File: src/design/rv_macros.svh
`ifndef RV_MACROS_SVH
`define RV_MACROS_SVH

// Datapath widths
`define RV_XLEN       32
`define RV_REG_BITS   5

// First fetch after reset
`define RV_RESET_ADDR 32'h0000_0000

// addi x0, x0, 0
`define RV_INSN_NOP   32'h0000_0013

// Instruction word fields
`define RV_OPC        6:0
`define RV_RD         11:7
`define RV_F3         14:12
`define RV_RS1        19:15
`define RV_RS2        24:20
`define RV_F7         31:25

`endif

File: src/design/rv_pkg.sv
`include "rv_macros.svh"

package rv_pkg;

    typedef logic [`RV_XLEN-1:0] word_t;
    typedef logic [`RV_REG_BITS-1:0] reg_idx_t;

    // Major opcodes kept in this core
    typedef enum logic [6:0] {
        OPC_LUI    = 7'b0110111,
        OPC_AUIPC  = 7'b0010111,
        OPC_JAL    = 7'b1101111,
        OPC_JALR   = 7'b1100111,
        OPC_BRANCH = 7'b1100011,
        OPC_LOAD   = 7'b0000011,
        OPC_STORE  = 7'b0100011,
        OPC_OP_IMM = 7'b0010011,
        OPC_OP     = 7'b0110011,
        OPC_SYSTEM = 7'b1110011
    } opcode_t;

    typedef enum logic [3:0] {
        ALU_ADD, ALU_SUB, ALU_SLL, ALU_SLT, ALU_SLTU, ALU_XOR, ALU_SRL,
        ALU_SRA, ALU_OR, ALU_AND, ALU_EQ, ALU_NE, ALU_GE, ALU_GEU
    } alu_op_t;

    typedef enum logic [2:0] {
        ST_FETCH, ST_DECODE, ST_EXEC, ST_LDMEM, ST_STMEM, ST_TRAP
    } cpu_state_t;

endpackage

File: src/design/rv_mem_port.sv
`timescale 1ns/100ps

module rv_mem_port
    import rv_pkg::*;
(
    input  logic       clk,
    input  logic       resetn,
    input  logic       mem_req,
    input  logic       mem_we,
    input  logic       mem_is_insn,
    input  word_t      mem_req_addr,
    input  word_t      mem_req_wdata,
    output logic       mem_done,
    output word_t      rdata,
    output logic       mem_valid,
    output logic       mem_instr,
    input  logic       mem_ready,
    output word_t      mem_addr,
    output word_t      mem_wdata,
    output logic [3:0] mem_wstrb,
    input  word_t      mem_rdata
);
    typedef enum logic {MP_IDLE, MP_BUSY} mp_state_t;

    mp_state_t state;
    word_t     rdata_q;

    assign mem_valid = (state == MP_BUSY);
    assign mem_done  = mem_valid && mem_ready;

    // Bus word passes straight through on the accepting cycle, then held
    assign rdata = mem_done ? mem_rdata : rdata_q;

    always_ff @(posedge clk) begin
        if (!resetn) begin
            state <= MP_IDLE;
        end else begin
            case (state)
                MP_IDLE: if (mem_req) state <= MP_BUSY;
                MP_BUSY: if (mem_ready) state <= MP_IDLE;
                default: state <= MP_IDLE;
            endcase
        end
    end

    always_ff @(posedge clk) begin
        if (state == MP_IDLE && mem_req) begin
            mem_addr  <= mem_req_addr;
            mem_wdata <= mem_req_wdata;
            mem_wstrb <= mem_we ? 4'b1111 : 4'b0000;
            mem_instr <= mem_is_insn;
        end
        if (mem_done)
            rdata_q <= mem_rdata;
    end

endmodule

File: src/design/rv_decoder.sv
`timescale 1ns/100ps
`include "rv_macros.svh"

module rv_decoder
    import rv_pkg::*;
(
    input  logic     clk,
    input  logic     resetn,
    input  logic     insn_load,
    input  word_t    insn,
    output opcode_t  opcode,
    output alu_op_t  alu_op,
    output reg_idx_t rs1,
    output reg_idx_t rs2,
    output reg_idx_t rd,
    output word_t    imm,
    output logic     use_imm,
    output logic     illegal
);
    word_t      src;
    word_t      n_imm;
    alu_op_t    n_alu_op;
    logic       n_use_imm;
    logic       n_illegal;
    logic [2:0] f3;
    logic       alt;
    logic       f7_ok;

    // Under reset a NOP is decoded so all outputs start as a harmless ADDI
    assign src   = resetn ? insn : `RV_INSN_NOP;
    assign f3    = src[`RV_F3];
    assign alt   = (src[`RV_F7] == 7'b0100000);
    assign f7_ok = (src[`RV_F7] == 7'b0000000) || (alt && (f3 == 3'b000 || f3 == 3'b101));

    always_comb begin
        n_imm     = {{20{src[31]}}, src[31:20]};
        n_use_imm = 1'b1;
        n_illegal = 1'b0;

        // funct3 map shared by OP and OP_IMM
        case (f3)
            3'b000:  n_alu_op = ALU_ADD;
            3'b001:  n_alu_op = ALU_SLL;
            3'b010:  n_alu_op = ALU_SLT;
            3'b011:  n_alu_op = ALU_SLTU;
            3'b100:  n_alu_op = ALU_XOR;
            3'b101:  n_alu_op = alt ? ALU_SRA : ALU_SRL;
            3'b110:  n_alu_op = ALU_OR;
            default: n_alu_op = ALU_AND;
        endcase

        case (src[`RV_OPC])
            OPC_LUI, OPC_AUIPC: begin
                n_imm    = {src[31:12], 12'b0};
                n_alu_op = ALU_ADD;
            end
            OPC_JAL: begin
                n_imm    = {{12{src[31]}}, src[19:12], src[20], src[30:21], 1'b0};
                n_alu_op = ALU_ADD;
            end
            OPC_JALR: begin
                n_alu_op  = ALU_ADD;
                n_illegal = (f3 != 3'b000);
            end
            OPC_BRANCH: begin
                n_imm     = {{20{src[31]}}, src[7], src[30:25], src[11:8], 1'b0};
                n_use_imm = 1'b0;
                case (f3)
                    3'b000:  n_alu_op = ALU_EQ;
                    3'b001:  n_alu_op = ALU_NE;
                    3'b100:  n_alu_op = ALU_SLT;
                    3'b101:  n_alu_op = ALU_GE;
                    3'b110:  n_alu_op = ALU_SLTU;
                    3'b111:  n_alu_op = ALU_GEU;
                    default: n_illegal = 1'b1;
                endcase
            end
            OPC_LOAD: begin
                n_alu_op  = ALU_ADD;
                n_illegal = (f3 != 3'b010);
            end
            OPC_STORE: begin
                n_imm     = {{20{src[31]}}, src[31:25], src[11:7]};
                n_alu_op  = ALU_ADD;
                n_illegal = (f3 != 3'b010);
            end
            OPC_OP_IMM: begin
                // Only the shift forms constrain the upper bits
                n_illegal = (f3 == 3'b001 || f3 == 3'b101) && !f7_ok;
            end
            OPC_OP: begin
                n_use_imm = 1'b0;
                n_illegal = !f7_ok;
                if (f3 == 3'b000 && alt)
                    n_alu_op = ALU_SUB;
            end
            // SYSTEM included, so ECALL and EBREAK trap
            default: n_illegal = 1'b1;
        endcase
    end

    always_ff @(posedge clk) begin
        if (!resetn || insn_load) begin
            opcode  <= opcode_t'(src[`RV_OPC]);
            alu_op  <= n_alu_op;
            rs1     <= src[`RV_RS1];
            rs2     <= src[`RV_RS2];
            rd      <= src[`RV_RD];
            imm     <= n_imm;
            use_imm <= n_use_imm;
            illegal <= n_illegal;
        end
    end

endmodule

File: src/design/rv_regfile.sv
`timescale 1ns/100ps

module rv_regfile
    import rv_pkg::*;
(
    input  logic     clk,
    input  reg_idx_t rs1,
    input  reg_idx_t rs2,
    output word_t    rs1_data,
    output word_t    rs2_data,
    input  logic     rd_we,
    input  reg_idx_t rd_addr,
    input  word_t    rd_data
);
    // x0 has no storage
    word_t regs [1:31];

    assign rs1_data = (rs1 == '0) ? '0 : regs[rs1];
    assign rs2_data = (rs2 == '0) ? '0 : regs[rs2];

    always_ff @(posedge clk) begin
        if (rd_we && rd_addr != '0)
            regs[rd_addr] <= rd_data;
    end

endmodule

File: src/design/rv_alu.sv
`timescale 1ns/100ps

module rv_alu
    import rv_pkg::*;
(
    input  alu_op_t op,
    input  word_t   a,
    input  word_t   b,
    output word_t   result,
    output logic    cond
);
    logic eq;
    logic lts;
    logic ltu;

    assign eq  = (a == b);
    assign lts = ($signed(a) < $signed(b));
    assign ltu = (a < b);

    // Branch outcome
    always_comb begin
        case (op)
            ALU_EQ:   cond = eq;
            ALU_NE:   cond = !eq;
            ALU_SLT:  cond = lts;
            ALU_GE:   cond = !lts;
            ALU_SLTU: cond = ltu;
            ALU_GEU:  cond = !ltu;
            default:  cond = 1'b0;
        endcase
    end

    always_comb begin
        case (op)
            ALU_ADD:  result = a + b;
            ALU_SUB:  result = a - b;
            ALU_SLL:  result = a << b[4:0];
            ALU_SLT:  result = word_t'(lts);
            ALU_SLTU: result = word_t'(ltu);
            ALU_XOR:  result = a ^ b;
            ALU_SRL:  result = a >> b[4:0];
            ALU_SRA:  result = $signed(a) >>> b[4:0];
            ALU_OR:   result = a | b;
            ALU_AND:  result = a & b;
            default:  result = word_t'(cond);
        endcase
    end

endmodule

File: src/design/rv_control.sv
`timescale 1ns/100ps
`include "rv_macros.svh"

module rv_control
    import rv_pkg::*;
(
    input  logic     clk,
    input  logic     resetn,
    output logic     mem_req,
    output logic     mem_we,
    output logic     mem_is_insn,
    output word_t    mem_req_addr,
    output word_t    mem_req_wdata,
    input  logic     mem_done,
    input  word_t    rdata,
    output logic     insn_load,
    input  opcode_t  opcode,
    input  word_t    imm,
    input  logic     use_imm,
    input  logic     illegal,
    input  reg_idx_t rd,
    input  word_t    rs1_data,
    input  word_t    rs2_data,
    output word_t    alu_a,
    output word_t    alu_b,
    input  word_t    alu_result,
    input  logic     alu_cond,
    output logic     rd_we,
    output reg_idx_t rd_addr,
    output word_t    rd_data,
    output logic     trap
);
    cpu_state_t state;
    word_t      pc;
    word_t      pc_plus4;
    word_t      pc_imm;
    word_t      next_pc;
    logic       writes_rd;
    logic       is_jump;

    assign pc_plus4 = pc + 32'd4;
    assign pc_imm   = pc + imm;
    assign is_jump  = (opcode == OPC_JAL) || (opcode == OPC_JALR);

    always_comb begin
        case (opcode)
            OPC_JAL:    next_pc = pc_imm;
            OPC_JALR:   next_pc = {alu_result[31:1], 1'b0};
            OPC_BRANCH: next_pc = alu_cond ? pc_imm : pc_plus4;
            default:    next_pc = pc_plus4;
        endcase
    end

    always_comb begin
        case (opcode)
            OPC_LUI, OPC_AUIPC, OPC_JAL, OPC_JALR, OPC_OP_IMM, OPC_OP: writes_rd = 1'b1;
            default: writes_rd = 1'b0;
        endcase
    end

    // LUI adds to zero, AUIPC to the PC
    always_comb begin
        case (opcode)
            OPC_LUI:   alu_a = '0;
            OPC_AUIPC: alu_a = pc;
            default:   alu_a = rs1_data;
        endcase
    end
    assign alu_b = use_imm ? imm : rs2_data;

    assign insn_load = (state == ST_FETCH) && mem_done;
    assign rd_we     = (state == ST_EXEC && writes_rd) || (state == ST_LDMEM && mem_done);
    assign rd_addr   = rd;
    assign rd_data   = (state == ST_LDMEM) ? rdata : (is_jump ? pc_plus4 : alu_result);
    assign trap      = (state == ST_TRAP);

    always_ff @(posedge clk) begin
        if (!resetn) begin
            state        <= ST_FETCH;
            pc           <= `RV_RESET_ADDR;
            mem_req      <= 1'b1;
            mem_we       <= 1'b0;
            mem_is_insn  <= 1'b1;
            mem_req_addr <= `RV_RESET_ADDR;
        end else begin
            case (state)
                ST_FETCH: begin
                    // Entered after a data access with no request pending
                    if (!mem_req) begin
                        mem_req      <= 1'b1;
                        mem_is_insn  <= 1'b1;
                        mem_req_addr <= pc;
                    end else if (mem_done) begin
                        mem_req <= 1'b0;
                        state   <= ST_DECODE;
                    end
                end
                ST_DECODE: state <= illegal ? ST_TRAP : ST_EXEC;
                ST_EXEC: begin
                    pc          <= next_pc;
                    mem_req     <= 1'b1;
                    mem_we      <= 1'b0;
                    mem_is_insn <= 1'b1;
                    case (opcode)
                        OPC_LOAD: begin
                            mem_req_addr <= alu_result;
                            mem_is_insn  <= 1'b0;
                            state        <= ST_LDMEM;
                        end
                        OPC_STORE: begin
                            mem_req_addr <= alu_result;
                            mem_we       <= 1'b1;
                            mem_is_insn  <= 1'b0;
                            state        <= ST_STMEM;
                        end
                        default: begin
                            mem_req_addr <= next_pc;
                            state        <= ST_FETCH;
                        end
                    endcase
                end
                ST_LDMEM, ST_STMEM: begin
                    if (mem_done) begin
                        mem_req <= 1'b0;
                        mem_we  <= 1'b0;
                        state   <= ST_FETCH;
                    end
                end
                default: state <= ST_TRAP;
            endcase
        end
    end

    always_ff @(posedge clk) begin
        if (state == ST_EXEC)
            mem_req_wdata <= rs2_data;
    end

endmodule

File: src/design/rv_core.sv
`timescale 1ns/100ps

module rv_core (
    input  logic          clk,
    input  logic          resetn,
    output logic          mem_valid,
    output logic          mem_instr,
    input  logic          mem_ready,
    output rv_pkg::word_t mem_addr,
    output rv_pkg::word_t mem_wdata,
    output logic [3:0]    mem_wstrb,
    input  rv_pkg::word_t mem_rdata,
    output logic          trap
);
    logic             mem_req;
    logic             mem_we;
    logic             mem_is_insn;
    logic             mem_done;
    logic             insn_load;
    logic             use_imm;
    logic             illegal;
    logic             alu_cond;
    logic             rd_we;
    rv_pkg::word_t    mem_req_addr;
    rv_pkg::word_t    mem_req_wdata;
    rv_pkg::word_t    rdata;
    rv_pkg::word_t    imm;
    rv_pkg::word_t    rs1_data;
    rv_pkg::word_t    rs2_data;
    rv_pkg::word_t    alu_a;
    rv_pkg::word_t    alu_b;
    rv_pkg::word_t    alu_result;
    rv_pkg::word_t    rd_data;
    rv_pkg::reg_idx_t rs1;
    rv_pkg::reg_idx_t rs2;
    rv_pkg::reg_idx_t rd;
    rv_pkg::reg_idx_t rd_addr;
    rv_pkg::opcode_t  opcode;
    rv_pkg::alu_op_t  alu_op;

    rv_control u_control (
        .clk(clk), .resetn(resetn),
        .mem_req(mem_req), .mem_we(mem_we), .mem_is_insn(mem_is_insn),
        .mem_req_addr(mem_req_addr), .mem_req_wdata(mem_req_wdata),
        .mem_done(mem_done), .rdata(rdata),
        .insn_load(insn_load), .opcode(opcode), .imm(imm),
        .use_imm(use_imm), .illegal(illegal), .rd(rd),
        .rs1_data(rs1_data), .rs2_data(rs2_data),
        .alu_a(alu_a), .alu_b(alu_b), .alu_result(alu_result), .alu_cond(alu_cond),
        .rd_we(rd_we), .rd_addr(rd_addr), .rd_data(rd_data),
        .trap(trap)
    );

    rv_mem_port u_mem_port (
        .clk(clk), .resetn(resetn),
        .mem_req(mem_req), .mem_we(mem_we), .mem_is_insn(mem_is_insn),
        .mem_req_addr(mem_req_addr), .mem_req_wdata(mem_req_wdata),
        .mem_done(mem_done), .rdata(rdata),
        .mem_valid(mem_valid), .mem_instr(mem_instr), .mem_ready(mem_ready),
        .mem_addr(mem_addr), .mem_wdata(mem_wdata), .mem_wstrb(mem_wstrb),
        .mem_rdata(mem_rdata)
    );

    rv_decoder u_decoder (
        .clk(clk), .resetn(resetn), .insn_load(insn_load), .insn(rdata),
        .opcode(opcode), .alu_op(alu_op), .rs1(rs1), .rs2(rs2), .rd(rd),
        .imm(imm), .use_imm(use_imm), .illegal(illegal)
    );

    rv_regfile u_regfile (
        .clk(clk), .rs1(rs1), .rs2(rs2),
        .rs1_data(rs1_data), .rs2_data(rs2_data),
        .rd_we(rd_we), .rd_addr(rd_addr), .rd_data(rd_data)
    );

    rv_alu u_alu (
        .op(alu_op), .a(alu_a), .b(alu_b), .result(alu_result), .cond(alu_cond)
    );

endmodule

File: config.mk
export PLATFORM = sky130hd
export DESIGN_NAME = rv_core
export DESIGN_NICKNAME = d
export VERILOG_FILES = /design/src/design/rv_pkg.sv /design/src/design/rv_mem_port.sv /design/src/design/rv_decoder.sv /design/src/design/rv_regfile.sv /design/src/design/rv_alu.sv /design/src/design/rv_control.sv /design/src/design/rv_core.sv
export VERILOG_INCLUDE_DIRS = /design/src /design/src/design
export SDC_FILE = /design/constraint.sdc
export NUM_CORES = 2
export LEC_CHECK = 0
export CAP_MARGIN = 20
export CORE_ASPECT_RATIO = 0.5
export CORE_MARGIN = 1
export CORE_UTILIZATION = 38
export DETAILED_ROUTE_END_ITERATION = 10
export DONT_BUFFER_PORTS = 1
export SLEW_MARGIN = 10
export SYNTH_ARGS = -nofsm -noshare
export SYNTH_HDL_FRONTEND = slang
export SYNTH_HIERARCHICAL = 1
export SYNTH_SLANG_ARGS = --single-unit
File: constraint.sdc
create_clock -name clk -period 8.4 [get_ports clk]
set_input_delay 0 -clock clk [delete_from_list [all_inputs] [get_ports clk]]
set_output_delay 0 -clock clk [all_outputs]
set_load 0.03 [all_outputs]
==> qor.csv <==
metric,value,unit
status,"complete, no violations",
Rel. slew slack,18.3,%
Vias,51600,
top cell type's share of synthesized area,49.5,%
sequential share of power,38.6,%
critical path's slowest cell,a311o_1,
async set or reset register ratio after synthesis,0,%
Final GP Congestion,0.991,
Nets,5635,
Synth area leaders,"edfxtp_1, mux4_2, mux2i_1",
num ports,106,
Non-Filler Instances,7979,
Synth Area in Simple Gates,8.56,%
worst vdd rail ir drop,275,µV
Final HPWL DP,182,mm
RSZ-0062 raised after global routing,no,
initial antenna violation count,17,
H-Tree Depth,3,
xor/xnor share of the synthesized area,0.740,%
net switching fraction of the power,38.6,%
"Max FO, Critical Path",32,
Max Clock Freq,0.126,GHz
P per Cell Area,285,mW/mm²
number of synthesized flops with an enable pin,1150,
grt ovf,0,
Cells after DPL,7701,
max-slew violation count,0,
vias in the first global route,49800,
synthesized area per cell,12.9,µm²
CTS tree,done,
# clock sinks,1253,
largest net degree at the start of global routing,100,
combinational family with the most area after synthesis,multiplexers,
vias per std cell,6.47,
multi-input logic area,0.0310,mm²
die height,305,µm
Initial Util,38.5,%
clock latency on the worst-skew pair,0.79,ns
final period utilization,94.9,%
hold crit path type,input port to flop,
P_sw,8580,µW
CP arrival,8.59,ns
post-synthesis register bit count,1253,
Syn Std Cell Area,0.0698,mm²
Routed WL per cell,33.5,µm
Reg area,0.0366,mm²
layout cells sized above 1,20.1,%
CTS resizes,0,
PortBufs,0,
Slew @ Worst Pin,1.22,ns
Mapped Nets,5584,
"CP delay by family, top",compound AO/OA/AOI/OAI gates,
Syn-to-layout area delta,11.8,%
"Seq/Total Area, Yosys",52.4,%
first-pass GRT wire length,375,mm
filler instances,16400,
First DRT Iteration DRCs,7387,
Total Routing Usage GR,28.2,%
final setup fails,0,
buffer and inverter count on the worst path,6,
Worst EP required,9.03,ns
"count leader, synth",edfxtp_1,
Comb pwr share,37.6,%
synthesized-area fraction occupied by adder cells,2.41,%
"area leader, netlist",edfxtp_1,
ys flop type,edfxtp_1,
clock share of power,23.8,%
YS warnings,6,
Final Critical Period,7.97,ns
DIE WIDTH,608,µm
P_int,13700,µW
root buf cell,clkbuf_16,
CTS Buf Count,117,
Setup Skew,0.0640,ns
Post-Route WL,268,mm
Final Util,43.1,%
mux cell area share after synthesis,19.8,%
setup TNS,0,ns
Leakage,0.0267,µW
nature of the critical path startpoint,flop,
1st-pass router iterations,6,
Core ar.,0.181,mm²
Post-route DRC,0,
Post-Synthesis Cells,5417,
Worst setup EP type,flop,
Longest Clk Path Bufs,3,
Crit path top cell by count,buf_4,
Compound-Gate Fraction of Synth Area,12.3,%
"top cells by count, synth","edfxtp_1, nor2_1, mux4_2",
Final Hold Fails,0,
max incr delay on CP,0.62,ns
max_cap viols,0,
Rows,110,
CTS clock-pin slew for the worst setup and hold paths,0.07,ns
die footprint,0.186,mm²
Synth cell types,122,
Antenna Nets Post-Route,0,
critical path class,flop to flop,
==> routing by layer <==
metal	track usage [%]	wire, µm	vias to the layer above
met2	42.6	117000	3195
met1	37.9	106000	26400
met4	13.3	14600	10
met5	0	69	-
met3	7.31	29700	636
li1	-	-	21400
==> power by group through the flow <==
stage	logic [µW]	registers, µW	clock network, µW
detailed placement	8040	8700	0
floorplan	4630	8590	0
global placement	7950	8700	0
global route	8740	8580	5590
finish	8360	8580	5300
CTS	8110	8570	5360
==> cell usage in the layout (no fill, tap or decap), types with 31 or more instances in the layout <==
| cell type | instances |
|---|---|
| a211o_1 | 44 |
| a211oi_1 | 61 |
| a21oi_1 | 311 |
| a221oi_1 | 44 |
| a22o_1 | 49 |
| a22oi_1 | 110 |
| a311o_1 | 36 |
| a31oi_1 | 40 |
| and2_1 | 51 |
| and3_1 | 34 |
| buf_12 | 31 |
| buf_4 | 261 |
| clkbuf_16 | 118 |
| dfxtp_1 | 103 |
| dlygate4sd3_1 | 52 |
| edfxtp_1 | 1150 |
| ha_1 | 129 |
| inv_1 | 129 |
| mux2_2 | 88 |
| mux2_4 | 33 |
| mux2i_1 | 368 |
| mux4_2 | 373 |
| nand2_1 | 356 |
| nand2b_1 | 51 |
| nand3_1 | 110 |
| nand4_1 | 41 |
| nor2_1 | 403 |
| nor2_4 | 34 |
| nor2b_1 | 43 |
| nor3_1 | 47 |
| o211ai_1 | 33 |
| o21ai_0 | 231 |
| o21ai_1 | 31 |
| xnor2_1 | 32 |
==> final cells by class <==
class,instances,share of cell area (%)
well taps,2408,3.86
clock buffers,140,3.93
multi-input cells,3616,39.8
diodes,1,0.00321
clock inverters,81,0.864
flip-flops and latches,1253,46.9
repair buffers,348,4.04
inverters,132,0.635
==> stage by stage <==
| step | power (µW) | hold WS, ns | setup slack (ns) | area (µm²) |
|---|---|---|---|---|
| after floorplan | 13200 | 0.136 | 0.787 | 69800 |
| after global placement | 16600 | 0.0913 | 0.465 | 73700 |
| after detailed placement | 16700 | 0.0985 | 0.608 | 73700 |
| after CTS | 22000 | 0.000514 | 0.573 | 78000 |
| after global routing | 22900 | 0.0244 | 0.0791 | 78000 |
| final | 22200 | 0.0449 | 0.432 | 78000 |
==> what timing repair did <==
action / in CTS / in global routing
hold endpoints to repair: 663 / 0
buffers inserted: 0 / 0
hold buffers: 53 / 0
setup endpoints to repair: 0 / 0
==> registers in the layout, summed over array words and instances (netlist names), 3 cells and up <==
name / flops
u_control/state: 3
u_decoder/rs2: 5
u_mem_port/rdata_q: 32
u_mem_port/mem_wdata: 32
u_decoder/rd: 5
u_control/pc: 32
u_decoder/alu_op: 4
u_regfile/regs: 992
u_decoder/opcode: 7
u_mem_port/mem_addr: 32
u_decoder/rs1: 5
u_control/mem_req_wdata: 32
u_decoder/imm: 32
u_control/mem_req_addr: 32
==> path summary, 6_finish.rpt <==
kind | to | slack (ns) | depth (start not counted) | start
setup / recovery | u_control/mem_req_addr[12] | 0.43 | 28 | u_decoder/rs1[1]
hold / removal | u_mem_port/rdata_q[25] | 0.04 | 2 | mem_rdata[25]
setup reg to reg | u_control/mem_req_addr[12] | 0.43 | 28 | u_decoder/rs1[1]
hold reg to reg | u_mem_port/mem_wdata[15] | 0.42 | 0 | u_control/mem_req_wdata[15]
==> kinds of logic (layout without fill, tap and decap cells) <==
logic type,Yosys count,count (layout)
flops,1253,1253
fa+ha+maj,133,133
simple gates,1280,1280
buf+inv,548,701
other cells,0,1
mux,872,872
compound gates,1272,1272
xor+xnor,59,59
==> worst reg2reg max path, delay by kind of cell (launching register included) <==
family / cells / cell delay (ns)
flip-flops: 1 / 0.43
multiplexers: 1 / 0.56
buffers and inverters: 6 / 1.67
XOR/XNOR: 1 / 0.15
adder cells (fa/ha/maj): 1 / 0.43
AO/OA/AOI/OAI: 9 / 2.57
AND/OR/NAND/NOR: 10 / 2.01
Power figures use the tool's default switching activity.
